File: config.mk
export PLATFORM = sky130hd
export DESIGN_NAME = decode_stage
export DESIGN_NICKNAME = d
export VERILOG_FILES = /design/src/rtl/rv_decode_pkg.sv /design/src/rtl/decode_stage.sv /design/src/rtl/imm_gen.sv /design/src/rtl/inst_decode.sv /design/src/rtl/skid_buffer.sv
export SDC_FILE = /design/constraint.sdc
export NUM_CORES = 1
export LEC_CHECK = 0
export BUFFER_PORTS_ARGS = -buffer_cell sky130_fd_sc_hd__buf_2
export CORE_AREA = 3 3 177 179
export DETAILED_ROUTE_END_ITERATION = 8
export DIE_AREA = 0 0 180 182
export PLACE_DENSITY = 0.46
export SLEW_MARGIN = 30
export SYNTH_ARGS = -nofsm -noshare
export SYNTH_HDL_FRONTEND = slang
export SYNTH_SLANG_ARGS = --single-unit
File: constraint.sdc
create_clock -name clk -period 8.5 [get_ports clk]
set_input_delay 0.85 -clock clk [delete_from_list [all_inputs] [get_ports clk]]
set_output_delay 0.85 -clock clk [all_outputs]
set_load 0.01 [all_outputs]
File: src/rtl/rv_decode_pkg.sv
`default_nettype none

package rv_decode_pkg;

    localparam int xlen       = 64;
    localparam int inst_w     = 32;
    localparam int reg_addr_w = 5;

    // major opcodes
    localparam logic [6:0] opc_op     = 7'b0110011;
    localparam logic [6:0] opc_op_imm = 7'b0010011;
    localparam logic [6:0] opc_load   = 7'b0000011;
    localparam logic [6:0] opc_store  = 7'b0100011;
    localparam logic [6:0] opc_branch = 7'b1100011;
    localparam logic [6:0] opc_jal    = 7'b1101111;
    localparam logic [6:0] opc_jalr   = 7'b1100111;
    localparam logic [6:0] opc_lui    = 7'b0110111;
    localparam logic [6:0] opc_auipc  = 7'b0010111;
    localparam logic [6:0] opc_system = 7'b1110011;

    localparam logic [inst_w-1:0] ebreak_word = 32'h0010_0073;

    localparam logic [6:0] funct7_base = 7'b0000000;
    localparam logic [6:0] funct7_alt  = 7'b0100000; // sub, srai

    // alu funct3
    localparam logic [2:0] f3_add  = 3'b000;
    localparam logic [2:0] f3_sll  = 3'b001;
    localparam logic [2:0] f3_slt  = 3'b010;
    localparam logic [2:0] f3_sltu = 3'b011;
    localparam logic [2:0] f3_xor  = 3'b100;
    localparam logic [2:0] f3_sr   = 3'b101;
    localparam logic [2:0] f3_or   = 3'b110;
    localparam logic [2:0] f3_and  = 3'b111;

    // load/store funct3
    localparam logic [2:0] f3_mem_b  = 3'b000;
    localparam logic [2:0] f3_mem_h  = 3'b001;
    localparam logic [2:0] f3_mem_w  = 3'b010;
    localparam logic [2:0] f3_mem_d  = 3'b011;
    localparam logic [2:0] f3_mem_bu = 3'b100;
    localparam logic [2:0] f3_mem_hu = 3'b101;

    // branch funct3
    localparam logic [2:0] f3_beq  = 3'b000;
    localparam logic [2:0] f3_bne  = 3'b001;
    localparam logic [2:0] f3_blt  = 3'b100;
    localparam logic [2:0] f3_bge  = 3'b101;
    localparam logic [2:0] f3_bltu = 3'b110;
    localparam logic [2:0] f3_bgeu = 3'b111;

    typedef enum logic [3:0] {
        alu_add, alu_sub, alu_and, alu_or, alu_xor, alu_slt, alu_sltu, alu_sll,
        alu_srl, alu_sra, alu_beq, alu_bne, alu_blt, alu_bge, alu_bltu, alu_bgeu
    } alu_op_t;

    typedef enum logic [1:0] {src_reg, src_imm, src_imm_pc, src_four_pc} alu_src_t;

    typedef enum logic [2:0] {
        imm_none, imm_i, imm_s, imm_b, imm_u, imm_j, imm_shamt
    } imm_fmt_t;

    typedef enum logic [1:0] {size_byte, size_half, size_word, size_dword} mem_size_t;

    typedef struct packed {
        logic [reg_addr_w-1:0] rs1_addr;
        logic [reg_addr_w-1:0] rs2_addr;
        logic [reg_addr_w-1:0] rd_addr;
        logic                  reg_wen;
        alu_op_t               alu_op;
        alu_src_t              alu_src;
        logic [xlen-1:0]       imm;
        logic                  branch;
        logic                  jump;
        logic                  jalr;
        logic                  mem_read;
        logic                  mem_write;
        mem_size_t             mem_size;
        logic                  mem_unsigned;
        logic                  ebreak;
        logic                  illegal;
    } ctrl_word_t;

endpackage

`default_nettype wire

File: src/rtl/decode_stage.sv
`timescale 1ns/1ps
`default_nettype none

module decode_stage import rv_decode_pkg::*; (
    input  wire                   clk,
    input  wire                   arst_n,
    input  wire                   in_valid,
    output logic                  in_ready,
    input  wire [inst_w-1:0]      inst,
    output logic                  out_valid,
    input  wire                   out_ready,
    output logic [reg_addr_w-1:0] rs1_addr,
    output logic [reg_addr_w-1:0] rs2_addr,
    output logic [reg_addr_w-1:0] rd_addr,
    output logic                  reg_wen,
    output alu_op_t               alu_op,
    output alu_src_t              alu_src,
    output logic [xlen-1:0]       imm,
    output logic                  branch,
    output logic                  jump,
    output logic                  jalr,
    output logic                  mem_read,
    output logic                  mem_write,
    output mem_size_t             mem_size,
    output logic                  mem_unsigned,
    output logic                  ebreak,
    output logic                  illegal
);

    logic              mid_valid;
    logic              mid_ready;
    logic [inst_w-1:0] mid_inst;
    imm_fmt_t          imm_fmt;
    ctrl_word_t        ctrl_in;
    ctrl_word_t        ctrl_out;

    skid_buffer #(.payload_t(logic [inst_w-1:0])) in_buf (
        .clk        (clk),
        .arst_n     (arst_n),
        .up_valid   (in_valid),
        .up_ready   (in_ready),
        .up_data    (inst),
        .down_valid (mid_valid),
        .down_ready (mid_ready),
        .down_data  (mid_inst)
    );

    inst_decode u_inst_decode (
        .inst         (mid_inst),
        .rs1_addr     (ctrl_in.rs1_addr),
        .rs2_addr     (ctrl_in.rs2_addr),
        .rd_addr      (ctrl_in.rd_addr),
        .reg_wen      (ctrl_in.reg_wen),
        .alu_op       (ctrl_in.alu_op),
        .alu_src      (ctrl_in.alu_src),
        .imm_fmt      (imm_fmt),
        .branch       (ctrl_in.branch),
        .jump         (ctrl_in.jump),
        .jalr         (ctrl_in.jalr),
        .mem_read     (ctrl_in.mem_read),
        .mem_write    (ctrl_in.mem_write),
        .mem_size     (ctrl_in.mem_size),
        .mem_unsigned (ctrl_in.mem_unsigned),
        .ebreak       (ctrl_in.ebreak),
        .illegal      (ctrl_in.illegal)
    );

    imm_gen u_imm_gen (
        .inst    (mid_inst),
        .imm_fmt (imm_fmt),
        .imm     (ctrl_in.imm)
    );

    skid_buffer #(.payload_t(ctrl_word_t)) out_buf (
        .clk        (clk),
        .arst_n     (arst_n),
        .up_valid   (mid_valid),
        .up_ready   (mid_ready),
        .up_data    (ctrl_in),
        .down_valid (out_valid),
        .down_ready (out_ready),
        .down_data  (ctrl_out)
    );

    // unpack to loose ports
    assign rs1_addr     = ctrl_out.rs1_addr;
    assign rs2_addr     = ctrl_out.rs2_addr;
    assign rd_addr      = ctrl_out.rd_addr;
    assign reg_wen      = ctrl_out.reg_wen;
    assign alu_op       = ctrl_out.alu_op;
    assign alu_src      = ctrl_out.alu_src;
    assign imm          = ctrl_out.imm;
    assign branch       = ctrl_out.branch;
    assign jump         = ctrl_out.jump;
    assign jalr         = ctrl_out.jalr;
    assign mem_read     = ctrl_out.mem_read;
    assign mem_write    = ctrl_out.mem_write;
    assign mem_size     = ctrl_out.mem_size;
    assign mem_unsigned = ctrl_out.mem_unsigned;
    assign ebreak       = ctrl_out.ebreak;
    assign illegal      = ctrl_out.illegal;

endmodule

`default_nettype wire

File: src/rtl/imm_gen.sv
`timescale 1ns/1ps
`default_nettype none

module imm_gen import rv_decode_pkg::*; (
    input  wire [inst_w-1:0] inst,
    input  imm_fmt_t         imm_fmt,
    output logic [xlen-1:0]  imm
);

    logic sign;

    assign sign = inst[31];

    always_comb begin
        case (imm_fmt)
            imm_i: begin
                imm = {{(xlen-12){sign}}, inst[31:20]};
            end
            imm_s: begin
                imm = {{(xlen-12){sign}}, inst[31:25], inst[11:7]};
            end
            imm_b: begin
                imm = {{(xlen-13){sign}}, inst[31], inst[7], inst[30:25], inst[11:8], 1'b0};
            end
            imm_u: begin
                imm = {{(xlen-32){sign}}, inst[31:12], 12'b0};
            end
            imm_j: begin
                imm = {{(xlen-21){sign}}, inst[31], inst[19:12], inst[20], inst[30:21], 1'b0};
            end
            imm_shamt: begin
                imm = {{(xlen-6){1'b0}}, inst[25:20]}; // 6-bit shift amount
            end
            default: begin
                imm = '0;
            end
        endcase
    end

endmodule

`default_nettype wire

File: src/rtl/inst_decode.sv
`timescale 1ns/1ps
`default_nettype none

module inst_decode import rv_decode_pkg::*; (
    input  wire [inst_w-1:0]      inst,
    output logic [reg_addr_w-1:0] rs1_addr,
    output logic [reg_addr_w-1:0] rs2_addr,
    output logic [reg_addr_w-1:0] rd_addr,
    output logic                  reg_wen,
    output alu_op_t               alu_op,
    output alu_src_t              alu_src,
    output imm_fmt_t              imm_fmt,
    output logic                  branch,
    output logic                  jump,
    output logic                  jalr,
    output logic                  mem_read,
    output logic                  mem_write,
    output mem_size_t             mem_size,
    output logic                  mem_unsigned,
    output logic                  ebreak,
    output logic                  illegal
);

    logic [6:0]            opcode;
    logic [2:0]            funct3;
    logic [6:0]            funct7;
    logic [reg_addr_w-1:0] rd;
    logic [reg_addr_w-1:0] rs1;
    logic [reg_addr_w-1:0] rs2;

    assign opcode = inst[6:0];
    assign funct3 = inst[14:12];
    assign funct7 = inst[31:25];
    assign rd     = inst[11:7];
    assign rs1    = inst[19:15];
    assign rs2    = inst[24:20];

    always_comb begin
        rs1_addr     = '0;
        rs2_addr     = '0;
        rd_addr      = '0;
        reg_wen      = 1'b0;
        alu_op       = alu_add;
        alu_src      = src_reg;
        imm_fmt      = imm_none;
        branch       = 1'b0;
        jump         = 1'b0;
        jalr         = 1'b0;
        mem_read     = 1'b0;
        mem_write    = 1'b0;
        mem_size     = size_byte;
        mem_unsigned = 1'b0;
        ebreak       = 1'b0;
        illegal      = 1'b0;
        case (opcode)
            opc_op: begin
                case (funct3)
                    f3_add: begin
                        if (funct7 == funct7_base) begin
                            alu_op = alu_add;
                        end else if (funct7 == funct7_alt) begin
                            alu_op = alu_sub;
                        end else begin
                            illegal = 1'b1;
                        end
                    end
                    f3_and:  alu_op = alu_and;
                    f3_or:   alu_op = alu_or;
                    f3_slt:  alu_op = alu_slt;
                    f3_sltu: alu_op = alu_sltu;
                    default: illegal = 1'b1;
                endcase
                if (funct3 != f3_add && funct7 != funct7_base) begin
                    illegal = 1'b1;
                    alu_op  = alu_add; // back to default
                end
                if (!illegal) begin
                    rs1_addr = rs1;
                    rs2_addr = rs2;
                    rd_addr  = rd;
                    reg_wen  = 1'b1;
                end
            end
            opc_op_imm: begin
                case (funct3)
                    f3_add:  alu_op = alu_add;
                    f3_sltu: alu_op = alu_sltu;
                    f3_xor:  alu_op = alu_xor;
                    f3_and:  alu_op = alu_and;
                    f3_sll: begin
                        if (funct7[6:1] == funct7_base[6:1]) begin // bit 25 is shamt[5]
                            alu_op = alu_sll;
                        end else begin
                            illegal = 1'b1;
                        end
                    end
                    f3_sr: begin
                        if (funct7 == funct7_alt) begin
                            alu_op = alu_sra;
                        end else begin
                            illegal = 1'b1;
                        end
                    end
                    default: illegal = 1'b1;
                endcase
                if (!illegal) begin
                    rs1_addr = rs1;
                    rd_addr  = rd;
                    reg_wen  = 1'b1;
                    alu_src  = src_imm;
                    imm_fmt  = (funct3 == f3_sll || funct3 == f3_sr) ? imm_shamt : imm_i;
                end
            end
            opc_load: begin
                case (funct3)
                    f3_mem_w:  mem_size = size_word;
                    f3_mem_d:  mem_size = size_dword;
                    f3_mem_h:  mem_size = size_half;
                    f3_mem_bu: begin
                        mem_size     = size_byte;
                        mem_unsigned = 1'b1;
                    end
                    f3_mem_hu: begin
                        mem_size     = size_half;
                        mem_unsigned = 1'b1;
                    end
                    default: illegal = 1'b1; // lb, lwu not supported
                endcase
                if (!illegal) begin
                    rs1_addr = rs1;
                    rd_addr  = rd;
                    reg_wen  = 1'b1;
                    alu_src  = src_imm;
                    imm_fmt  = imm_i;
                    mem_read = 1'b1;
                end
            end
            opc_store: begin
                case (funct3)
                    f3_mem_b: mem_size = size_byte;
                    f3_mem_h: mem_size = size_half;
                    f3_mem_w: mem_size = size_word;
                    f3_mem_d: mem_size = size_dword;
                    default:  illegal = 1'b1;
                endcase
                if (!illegal) begin
                    rs1_addr  = rs1;
                    rs2_addr  = rs2;
                    alu_src   = src_imm;
                    imm_fmt   = imm_s;
                    mem_write = 1'b1;
                end
            end
            opc_branch: begin
                case (funct3)
                    f3_beq:  alu_op = alu_beq;
                    f3_bne:  alu_op = alu_bne;
                    f3_blt:  alu_op = alu_blt;
                    f3_bge:  alu_op = alu_bge;
                    f3_bltu: alu_op = alu_bltu;
                    f3_bgeu: alu_op = alu_bgeu;
                    default: illegal = 1'b1;
                endcase
                if (!illegal) begin
                    rs1_addr = rs1;
                    rs2_addr = rs2;
                    imm_fmt  = imm_b;
                    branch   = 1'b1;
                end
            end
            opc_jal: begin
                rd_addr = rd;
                reg_wen = 1'b1;
                jump    = 1'b1;
                alu_src = src_four_pc; // rd gets pc + 4
                imm_fmt = imm_j;
            end
            opc_jalr: begin
                if (funct3 == f3_add) begin
                    rs1_addr = rs1;
                    rd_addr  = rd;
                    reg_wen  = 1'b1;
                    jump     = 1'b1;
                    jalr     = 1'b1;
                    alu_src  = src_four_pc;
                    imm_fmt  = imm_i;
                end else begin
                    illegal = 1'b1;
                end
            end
            opc_lui: begin
                rd_addr = rd;
                reg_wen = 1'b1;
                alu_src = src_imm; // x0 + imm
                imm_fmt = imm_u;
            end
            opc_auipc: begin
                rd_addr = rd;
                reg_wen = 1'b1;
                alu_src = src_imm_pc;
                imm_fmt = imm_u;
            end
            opc_system: begin
                if (inst == ebreak_word) begin
                    ebreak = 1'b1;
                end else begin
                    illegal = 1'b1; // ecall, csr ops
                end
            end
            default: illegal = 1'b1;
        endcase
    end

endmodule

`default_nettype wire

File: src/rtl/skid_buffer.sv
`timescale 1ns/1ps
`default_nettype none

module skid_buffer #(
    parameter type payload_t = logic [31:0]
) (
    input  wire      clk,
    input  wire      arst_n,
    input  wire      up_valid,
    output logic     up_ready,
    input  payload_t up_data,
    output logic     down_valid,
    input  wire      down_ready,
    output payload_t down_data
);

    logic     main_valid;
    payload_t main_data;
    payload_t spill_data; // occupied while up_ready is low

    assign down_valid = main_valid;
    assign down_data  = main_data;

    always_ff @(posedge clk or negedge arst_n) begin
        if (!arst_n) begin
            main_valid <= 1'b0;
            up_ready   <= 1'b1;
        end else if (!up_ready) begin
            // two entries held, main stays valid
            if (down_ready) begin
                up_ready <= 1'b1;
            end
        end else if (up_valid) begin
            if (main_valid && !down_ready) begin
                up_ready <= 1'b0; // word goes to spill
            end else begin
                main_valid <= 1'b1;
            end
        end else if (down_ready) begin
            main_valid <= 1'b0;
        end
    end

    always_ff @(posedge clk) begin
        if (!up_ready) begin
            if (down_ready) begin
                main_data <= spill_data; // refill from spill
            end
        end else if (up_valid) begin
            if (main_valid && !down_ready) begin
                spill_data <= up_data;
            end else begin
                main_data <= up_data;
            end
        end
    end

endmodule

`default_nettype wire

Word level (Yosys, flattened, before mapping)
Cells that the tools add are included.
Word-level totals
  output and inout port bits: 98
  word-level logic and storage cells: 195
  bits in registers: 260
  input bits: 36
Cells by class
  reductions and logical operators: 30
  equal/unequal tests: 31
  mux-type cells: 96
Operator list (number)
  two-way mux 96 bit: 4
  one-hot mux 64 bit (6 select lines): 1
  two-way mux 32 bit: 4
  two-way mux 5 bit: 13
  two-way mux 1 bit: 48
  one-hot mux 4 bit (5 select lines): 2
  equality test 32 x 21 -> 1 bit (second input constant): 1
  one-hot mux 5 bit (6 select lines): 1
  equality test 7 x 6 -> 1 bit (second input constant): 4
  equality test 7 bit (second input constant): 4
  one-hot mux 5 bit (5 select lines): 1
  one-hot mux 4 bit (6 select lines): 1
  equality test 3 bit (second input constant): 7
  one-hot mux 3 bit (7 select lines): 1
  AND reduction 3 bit: 6
  one-hot mux 5 bit (3 select lines): 1
  equality test 7 x 5 -> 1 bit (second input constant): 2
  one-hot mux 2 bit (7 select lines): 1
  equality test 3 x 2 -> 1 bit (second input constant): 4
  two-way mux 4 bit: 3
  != test 2 bit (second input constant): 6
  one-hot mux 2 bit (3 select lines): 2
  one-hot mux 4 bit (3 select lines): 1
  OR reduction 4 bit: 3
  22 further kinds: 36

Depth between registers and ports, before layout
Gate-level depths: netlist (run 1).
  word-level depth: 11
  depth in mapped cells: 10
  depth with buffers taken out: 8

Modules after synthesis
Synthesis (run 1) repeated with hierarchy kept, for this count alone.
Second synthesis, totals
  cell total of the unflattened synthesis: 655
  area, all modules: 11079.4 um^2
Modules (own cells, without submodules)
  skid_buffer at out_buf: instances 1, cells each 310, area each 7063.0 um^2, seq. area each 5816.8 um^2
  skid_buffer at in_buf: instances 1, cells each 111, area each 2482.4 um^2, seq. area each 1973.1 um^2
  inst_decode: instances 1, cells each 131, area each 859.6 um^2, seq. area each 0.0 um^2
  imm_gen: instances 1, cells each 103, area each 674.4 um^2, seq. area each 0.0 um^2

Worst setup path after synthesis (run 1)
Ideal clock, no wire load.
  kind: reg2reg
  start: reg out_buf.up_ready
  end: reg out_buf.spill_data[0] (netlist name), enable pin
  buffers on the path: 3
  cell stages (with the launch flop): 6
  data arrival time: 5.761 ns
  path slack: 2.175 ns
  setup time: 0.565 ns
  path through: dfstp_2 -> clkbuf_1 -> clkbuf_1 -> clkbuf_1 -> nand2_1 -> nor3_1
On the way
  word-level cells in the longest chain between the ends: 1
Ends and longest elaborated chain
  from (decl): line skid_buffer.sv:10  | output logic up_ready,
  from (signal assigned): line skid_buffer.sv:27  | up_ready <= 1'b1;
  from (signal assigned): line skid_buffer.sv:31  | up_ready <= 1'b1;
  from (signal assigned): line skid_buffer.sv:35  | up_ready <= 1'b0;
  AND reduction 3 bit (no source line)
  to (signal assigned): line skid_buffer.sv:51  | spill_data <= up_data;
  to (decl): line skid_buffer.sv:19  | payload_t spill_data;
No other way between the ends.
A chain may end at the register's enable or synchronous reset.

Worst setup path in the final report (run 1)
  start: reg in_buf.main_data, in the netlist in_buf.down_data[13]
  end: reg out_buf.main_data, in the netlist out_buf.down_data[39] (data pin)
On the way
  word-level cells in the longest chain between the ends: 11
Ends and longest elaborated chain
  from (decl): line skid_buffer.sv:18  | payload_t main_data;
  from (signal assigned): line skid_buffer.sv:47  | main_data <= spill_data;
  from (signal assigned): line skid_buffer.sv:53  | main_data <= up_data;
  equality test 3 x 2 -> 1 bit (tied with other cells): line inst_decode.sv:85, inst_decode.sv:115, inst_decode.sv:139
  OR reduction 4 bit (no source line) (tied with other cells)
  one-hot mux 1 bit (3 select lines) (tied with other cells): line inst_decode.sv:85  | case (funct3)
  two-way mux 1 bit: line inst_decode.sv:55  | case (opcode)
  two-way mux 3 bit (tied with other cells): line inst_decode.sv:106  | if (!illegal) begin
  one-hot mux 3 bit (7 select lines) (*): line inst_decode.sv:55
  equality test 3 bit (tied with other cells): line imm_gen.sv:15  | case (imm_fmt)
  one-hot mux 64 bit (6 select lines) (*): line imm_gen.sv:15
  two-way mux 96 bit (*): line skid_buffer.sv:50  | if (main_valid && !down_ready) begin
  two-way mux 96 bit (*): line skid_buffer.sv:49  | end else if (up_valid) begin
  two-way mux 96 bit (*): line skid_buffer.sv:45  | if (!up_ready) begin
  to (signal assigned): line skid_buffer.sv:47
  to (signal assigned): line skid_buffer.sv:53
  to (decl): line skid_buffer.sv:18
Every way passes the cells marked *; elsewhere a longest branch is shown, timed or not. The select of a mux whose other input is x is not followed.

==> impl_metrics.ini, run 1 <==
[power]
p_total_mw = 2.737
leakagePower_nw = 4.023
vdd_drop_max_v = 0.0001320
power_density_nw_per_um2 = 264.5

[route]
drtIter0Drc = 424
viasPerCell = 4.770
vias = 5548
dr.pass1.iters = 5
ant_nets = 0
drt_wl_total_um = 21290
drc = 0
post_drt_wl_per_cell_um = 18.30

[sta]
clock.fmax_ghz = 0.3330
hold_viol = 0
setup_tns_ns = 0
drv_slew = 0
fin_crit_sh_pct = 35.33
tightest_slew_ns = 0.8874
slew_headroom_pct = 40.84
finClkSkew_ns = 0.01423
fin_crit_ns = 3.003
rsz0062_at_grt = no
setup_viol = 0

[die]
core_um2 = 29720
die_h_um = 182
die_w_um = 180
initial_core_util_pct = 30.01
pin_count = 134
rows = 63
die_area_um2 = 32760

[critical_path]
crit_path_top_delay_cell = edfxtp_1
arrival_ns = 3.15
r2r-start = in_buf.down_data[13]$_DFFE_PP_
crit_type = reg -> reg
path_cells = inv_1 -> ha_1 -> nor2_1 -> nor4_4 -> o311ai_4 -> o211ai_1 -> clkbuf_4 -> o221ai_1
cpPeakStageDelay_ns = 0.74
end_kind = flip-flop
cp-startpoint = in_buf.down_data[13]$_DFFE_PP_
crit_path_start_kind = flip-flop
crit_fanout = 16
critPathRequiredTime_ns = 8.65

[global_routing]
grt_pass1_vias = 5352
track_usage_pct = 12.92
antenna_found_initial = 0
grt_start_max_net_pins = 95
grt-ovfl-total = 0
grt_pass1_wl_um = 32720

[logic_synthesis]
synth.most_common_cell = edfxtp_1
synth.distinct_cells = 65
synthesis.area_um2 = 8917
synth-seq-cells = 196
yosysWarningCount = 0
yosys-top-cells-count = edfxtp_1, nand2_1, mux2_2, inv_1, buf_4
synth_edf_count = 192
syn_nets = 710
synthArstFlopShare_pct = 2.041
yosys.area.top_type = edfxtp_1
synth_top_flop_cell = edfxtp_1
synth_top_area_share_pct = 64.66
avgSynthCellArea_um2 = 13.31
syn-instance-count = 670
yosysSeqAreaShare_pct = 65.81
synth_area_leaders = edfxtp_1, mux2_2, nand2_1, buf_4, a31oi_1

[run]
drv_cap = 0

[clock_network]
cts_made_buffers = 17
cts_resized = 0
cts_root_buffer = clkbuf_16
clockBufferDepth = 2
clock_latency_ns = 0.44
cts_setup_buffers = 0
hold_buffers = 0
clk_pin_slew_ns = 0.07
clock_sinks = 196
h-tree-depth = 4
cts_tree = built

[cells_and_area]
ff_latch_area_um2 = 5872
multi_input_area_um2 = 2534
syn_to_final_growth_pct = 16.04
fillers = 2929
fin_nets = 800
diodes = 0
drive_above_1_share_pct = 32.08

[status]
status = completed

[placed_design]
place_congestion = 0.8569
dp_hpwl_um = 14520
port_buffers = 133

[worst_hold_path]
hold_class = in -> async
-- routing by layer --
metal / vias to the layer above / GRT usage (%) / share of wire, %
met5: - / 0 / 0
met4: 0 / 3.991 / 1.8
met3: 24 / 3.245 / 6.1
met2: 200 / 19.35 / 44
met1: 2698 / 18.48 / 48
li1: 2626 / - / -
-- critical path, delay by kind of cell (launching register included) --
kind	cells	cell delay, ns
buffers and inverters	2	0.48
AO/OA/AOI/OAI	3	0.77
flip-flops	1	0.74
AND/OR/NAND/NOR	2	0.34
adder cells (fa/ha/maj)	1	0.40
-- final cells by class --
| class | count | area share, % |
|---|---|---|
| tap | 390 | 4.716 |
| inverter | 37 | 1.342 |
| clock buffer | 17 | 4.111 |
| sequential | 196 | 56.75 |
| clock inverter | 15 | 1.693 |
| timing repair buffer | 139 | 6.904 |
| multi-input combinational | 369 | 24.49 |
-- worst paths after layout --
kind	to	slack (ns)	depth (start not counted)
hold reg to reg	out_buf.down_valid$_DFFE_PN0P_	0.53	2
setup / recovery	out_buf.down_data[39]$_DFFE_PP_	5.50	8
hold / removal	out_buf.down_valid$_DFFE_PN0P_	0.21	1
max in group asynchronous	in_buf.up_ready$_DFF_PN1_	8.09	1
setup reg to reg	out_buf.down_data[39]$_DFFE_PP_	5.50	8
min in group clk	out_buf.down_valid$_DFFE_PN0P_	0.53	2
-- where the power goes --
part	switching (mW)	total, mW	internal [mW]
registers	0.123	1.40	1.27
clock network	0.370	0.836	0.465
logic	0.312	0.506	0.194
-- cell usage in the layout (no fill, tap or decap), types with 3 or more instances in the layout --
cell type   instances
edfxtp_1          192
buf_2             133
nand2_1            67
mux2_2             49
inv_1              36
nor2_1             31
a31oi_1            23
a21oi_1            21
nand3_1            19
o22ai_1            17
clkbuf_16          17
and2_1             16
nor2b_1            12
nand2b_1           10
o21ai_0            10
nor3_2              6
nor4_1              6
o211ai_1            5
o221ai_1            5
inv_6               5
and3_1              4
and3b_1             4
ha_1                4
buf_4               4
nor2_2              3
nand4_1             3
mux2i_1             3
nor3b_1             3
a22oi_1             3
nor3_1              3
a21boi_0            3
bufinv_16           3
clkinvlp_4          3
clkinv_2            3
-- sequential cells by signal, indices dropped and copies added (netlist names) --
register and cells:
out_buf.up_ready 1, in_buf.spill_data 32, in_buf.up_ready 1, in_buf.down_valid 1, out_buf.spill_data 64, out_buf.down_data 64
out_buf.down_valid 1, in_buf.down_data 32
-- cells by family after synthesis --
group	share of synthesized area, %
buffers and inverters	6.061
multiplexers	6.525
flip-flops	65.81
AO/OA/AOI/OAI	8.433
AND/OR/NAND/NOR	12.61
adder cells (fa/ha/maj)	0.5613
-- per-stage QoR --
step           area, um^2  instances  setup slack (ns)  util [%]  hold slack, ns
3_5_place_dp         9736       1130             5.166     32.76          0.5206
5_1_grt             10350       1163             5.249     34.82          0.1959
3_3_place_gp         9736       1130             5.303     32.76          0.5060
6_report            10350       1163             5.497     34.82          0.2109
4_1_cts             10340       1162             5.202     34.78          0.1973
2_1_floorplan        8917        670             2.175         -          0.5039
Power figures use the tool's default switching activity.
==> run 2, diff against run 1 <==
--- a/config.mk
+++ b/config.mk
@@ -9,7 +9,7 @@
 export CORE_AREA = 3 3 177 179
 export DETAILED_ROUTE_END_ITERATION = 8
 export DIE_AREA = 0 0 180 182
-export PLACE_DENSITY = 0.46
+export PLACE_DENSITY = 0.48
 export SLEW_MARGIN = 30
 export SYNTH_ARGS = -nofsm -noshare
 export SYNTH_HDL_FRONTEND = slang
==> constraint.sdc (replaced) <==
create_clock -name clk -period 2.45 [get_ports clk]
set_input_delay 0.245 -clock clk [delete_from_list [all_inputs] [get_ports clk]]
set_output_delay 0.245 -clock clk [all_outputs]
set_load 0.01 [all_outputs]
==> impl_metrics.ini, run 2 (synthesized netlist as in run 1, its figures left out) <==
[critical_path]
reg2regPathDepth = 8
cp-startpoint = in_buf.down_data[13]$_DFFE_PP_
path_cells = buf_6 -> and3_4 -> nor4_4 -> o311ai_4 -> buf_12 -> o211ai_1 -> buf_4 -> o221ai_2
arrival_ns = 2.55
crit_type = reg -> reg
cp.buffers_inverters = 3
crit_fanout = 7
end_kind = flip-flop
cpPeakStageDelay_ns = 0.52
rrSetupSlack_ns = 0.07
crit_path_top_delay_cell = edfxtp_1
crit_cells = 8
r2r-start = in_buf.down_data[13]$_DFFE_PP_
crit_family = buffers and inverters
crit_path_end = out_buf.down_data[39]$_DFFE_PP_
critPathRequiredTime_ns = 2.61
crit_path_start_kind = flip-flop
reg2reg_to = out_buf.down_data[39]$_DFFE_PP_

[power]
internal_power_mw = 6.614
p_sw_share_pct = 30.56
power_density_nw_per_um2 = 846.7
leakagePower_nw = 4.450
p_sw_mw = 2.910
vdd_drop_max_v = 0.0005091
seqPwrFrac_pct = 50.0
comb_power_share_pct = 22.2
clock_power_share_pct = 27.9

[clock_network]
clockBufferDepth = 2
clock_latency_ns = 0.43
h-tree-depth = 4
cts_made_buffers = 17
cts_root_buffer = clkbuf_16
clock_sinks = 196
cts_tree = built
clk_pin_slew_ns = 0.08

[route]
vias = 5818
post_drt_wl_per_cell_um = 17.25
drc = 0
drtIter0Drc = 411
ant_nets = 0
dr.pass1.iters = 5
drt_wl_total_um = 21580
viasPerCell = 4.651

[sta]
hold_viol = 0
setup_viol = 0
finClkSkew_ns = 0.01105
fin_crit_ns = 2.384
fin_hold_ws_ns = 0.01420
slew_headroom_pct = 53.00
tightest_slew_ns = 0.7051
fin_crit_sh_pct = 97.32
clock.fmax_ghz = 0.4194
rsz0062_at_grt = yes
drv_slew = 0

[die]
die_area_um2 = 32760
rows = 63
pin_count = 134
die_h_um = 182
initial_core_util_pct = 30.01
die_w_um = 180
core_um2 = 29720

[placed_design]
dpl.cell_count = 1180
dp_hpwl_um = 14810
port_buffers = 133
place_congestion = 0.8453

[cells_and_area]
fillers = 2885
diodes = 0
final_cell_mix = edfxtp_1, buf_2, nand2_1
fin_nets = 888
final_common_cell = edfxtp_1
drive_above_1_share_pct = 37.40
syn_to_final_growth_pct = 26.15
layout.cells.non_filler = 1251

[global_routing]
grt_pass1_wl_um = 33150
antenna_found_initial = 1
grt-ovfl-total = 0
grt_pass1_vias = 5626
track_usage_pct = 12.95
grt_start_max_net_pins = 88

[run]
drv_cap = 0

[status]
status = completed

[worst_hold_path]
hold_class = in -> reg
run 2: cell count changes in the layout (fill, tap and decap cells not counted), moves of 5 or more:
| cell | change |
|---|---|
| buf_4 | +51 |
| o221ai_2 | +5 |
| dlygate4sd3_1 | +29 |
| o221ai_1 | -5 |
| buf_12 | +7 |
run 2: power groups by stage:
stage	sequential [mW]	combinational, mW	clock, mW
after floorplan	4.85	1.25	0
after global placement	4.84	2.03	0
after detailed placement	4.85	2.04	0
after CTS	4.77	2.08	2.74
after global routing	4.83	2.31	2.89
final	4.76	2.11	2.65
run 2: stage by stage:
| stage | util [%] | total power, mW | cell area, um^2 | worst slack [ns] | TNS [ns] |
|---|---|---|---|---|---|
| after floorplan | - | 6.099 | 8995 | -0.5310 | -40.43 |
| after global routing | 37.86 | 10.03 | 11250 | -0.04120 | -0.3433 |
| after global placement | 34.34 | 6.872 | 10210 | 0.02897 | 0 |
| after CTS | 37.17 | 9.590 | 11050 | -0.02661 | -0.05889 |
| after detailed placement | 34.34 | 6.881 | 10210 | -0.03097 | -0.1920 |
| final | 37.86 | 9.525 | 11250 | 0.06572 | 0 |
run 2: layout make-up:
class,instances,area (um^2),share of cell area [%]
inverter,37,138.9,1.235
sequential,196,5872,52.20
clock inverter,15,128.9,1.146
tap,390,488.0,4.338
clock buffer,17,425.4,3.782
timing repair buffer,227,1536,13.66
multi-input combinational,369,2660,23.65
run 2: what timing repair did:
item | 4_1_cts | 5_1_grt
hold endpoints to repair | 31 | 1
setup buffers | 0 | 9
pin swaps | 0 | 7
hold buffers | 28 | 1
setup endpoints to repair | 9 | 71
cloned | 0 | 1
resized for setup | 1 | 20
run 2: worst min path at each step:
| stage | startpoint | to | slack, ns | depth (start not counted) |
|---|---|---|---|---|
| after floorplan | arst_n | in_buf.down_valid$_DFFE_PN0P_ | -0.05 | 0 |
| after global placement | arst_n | in_buf.down_valid$_DFFE_PN0P_ | 0.06 | 1 |
| after detailed placement | arst_n | in_buf.down_valid$_DFFE_PN0P_ | 0.05 | 1 |
| after CTS | inst[1] | in_buf.spill_data[1]$_DFFE_PP_ | 0.0009 | 1 |
| after global routing | inst[27] | in_buf.spill_data[27]$_DFFE_PP_ | 0.008 | 1 |
| final | inst[1] | in_buf.spill_data[1]$_DFFE_PP_ | 0.01 | 1 |
run 2: routing by layer:
metal | up-vias | track usage, % | routed length (um)
li1 | 2817 | - | -
met1 | 2817 | 18.76 | 10480
met2 | 170 | 20.15 | 9913
met3 | 14 | 2.344 | 967
met4 | 0 | 3.280 | 216
met5 | - | 0 | 0
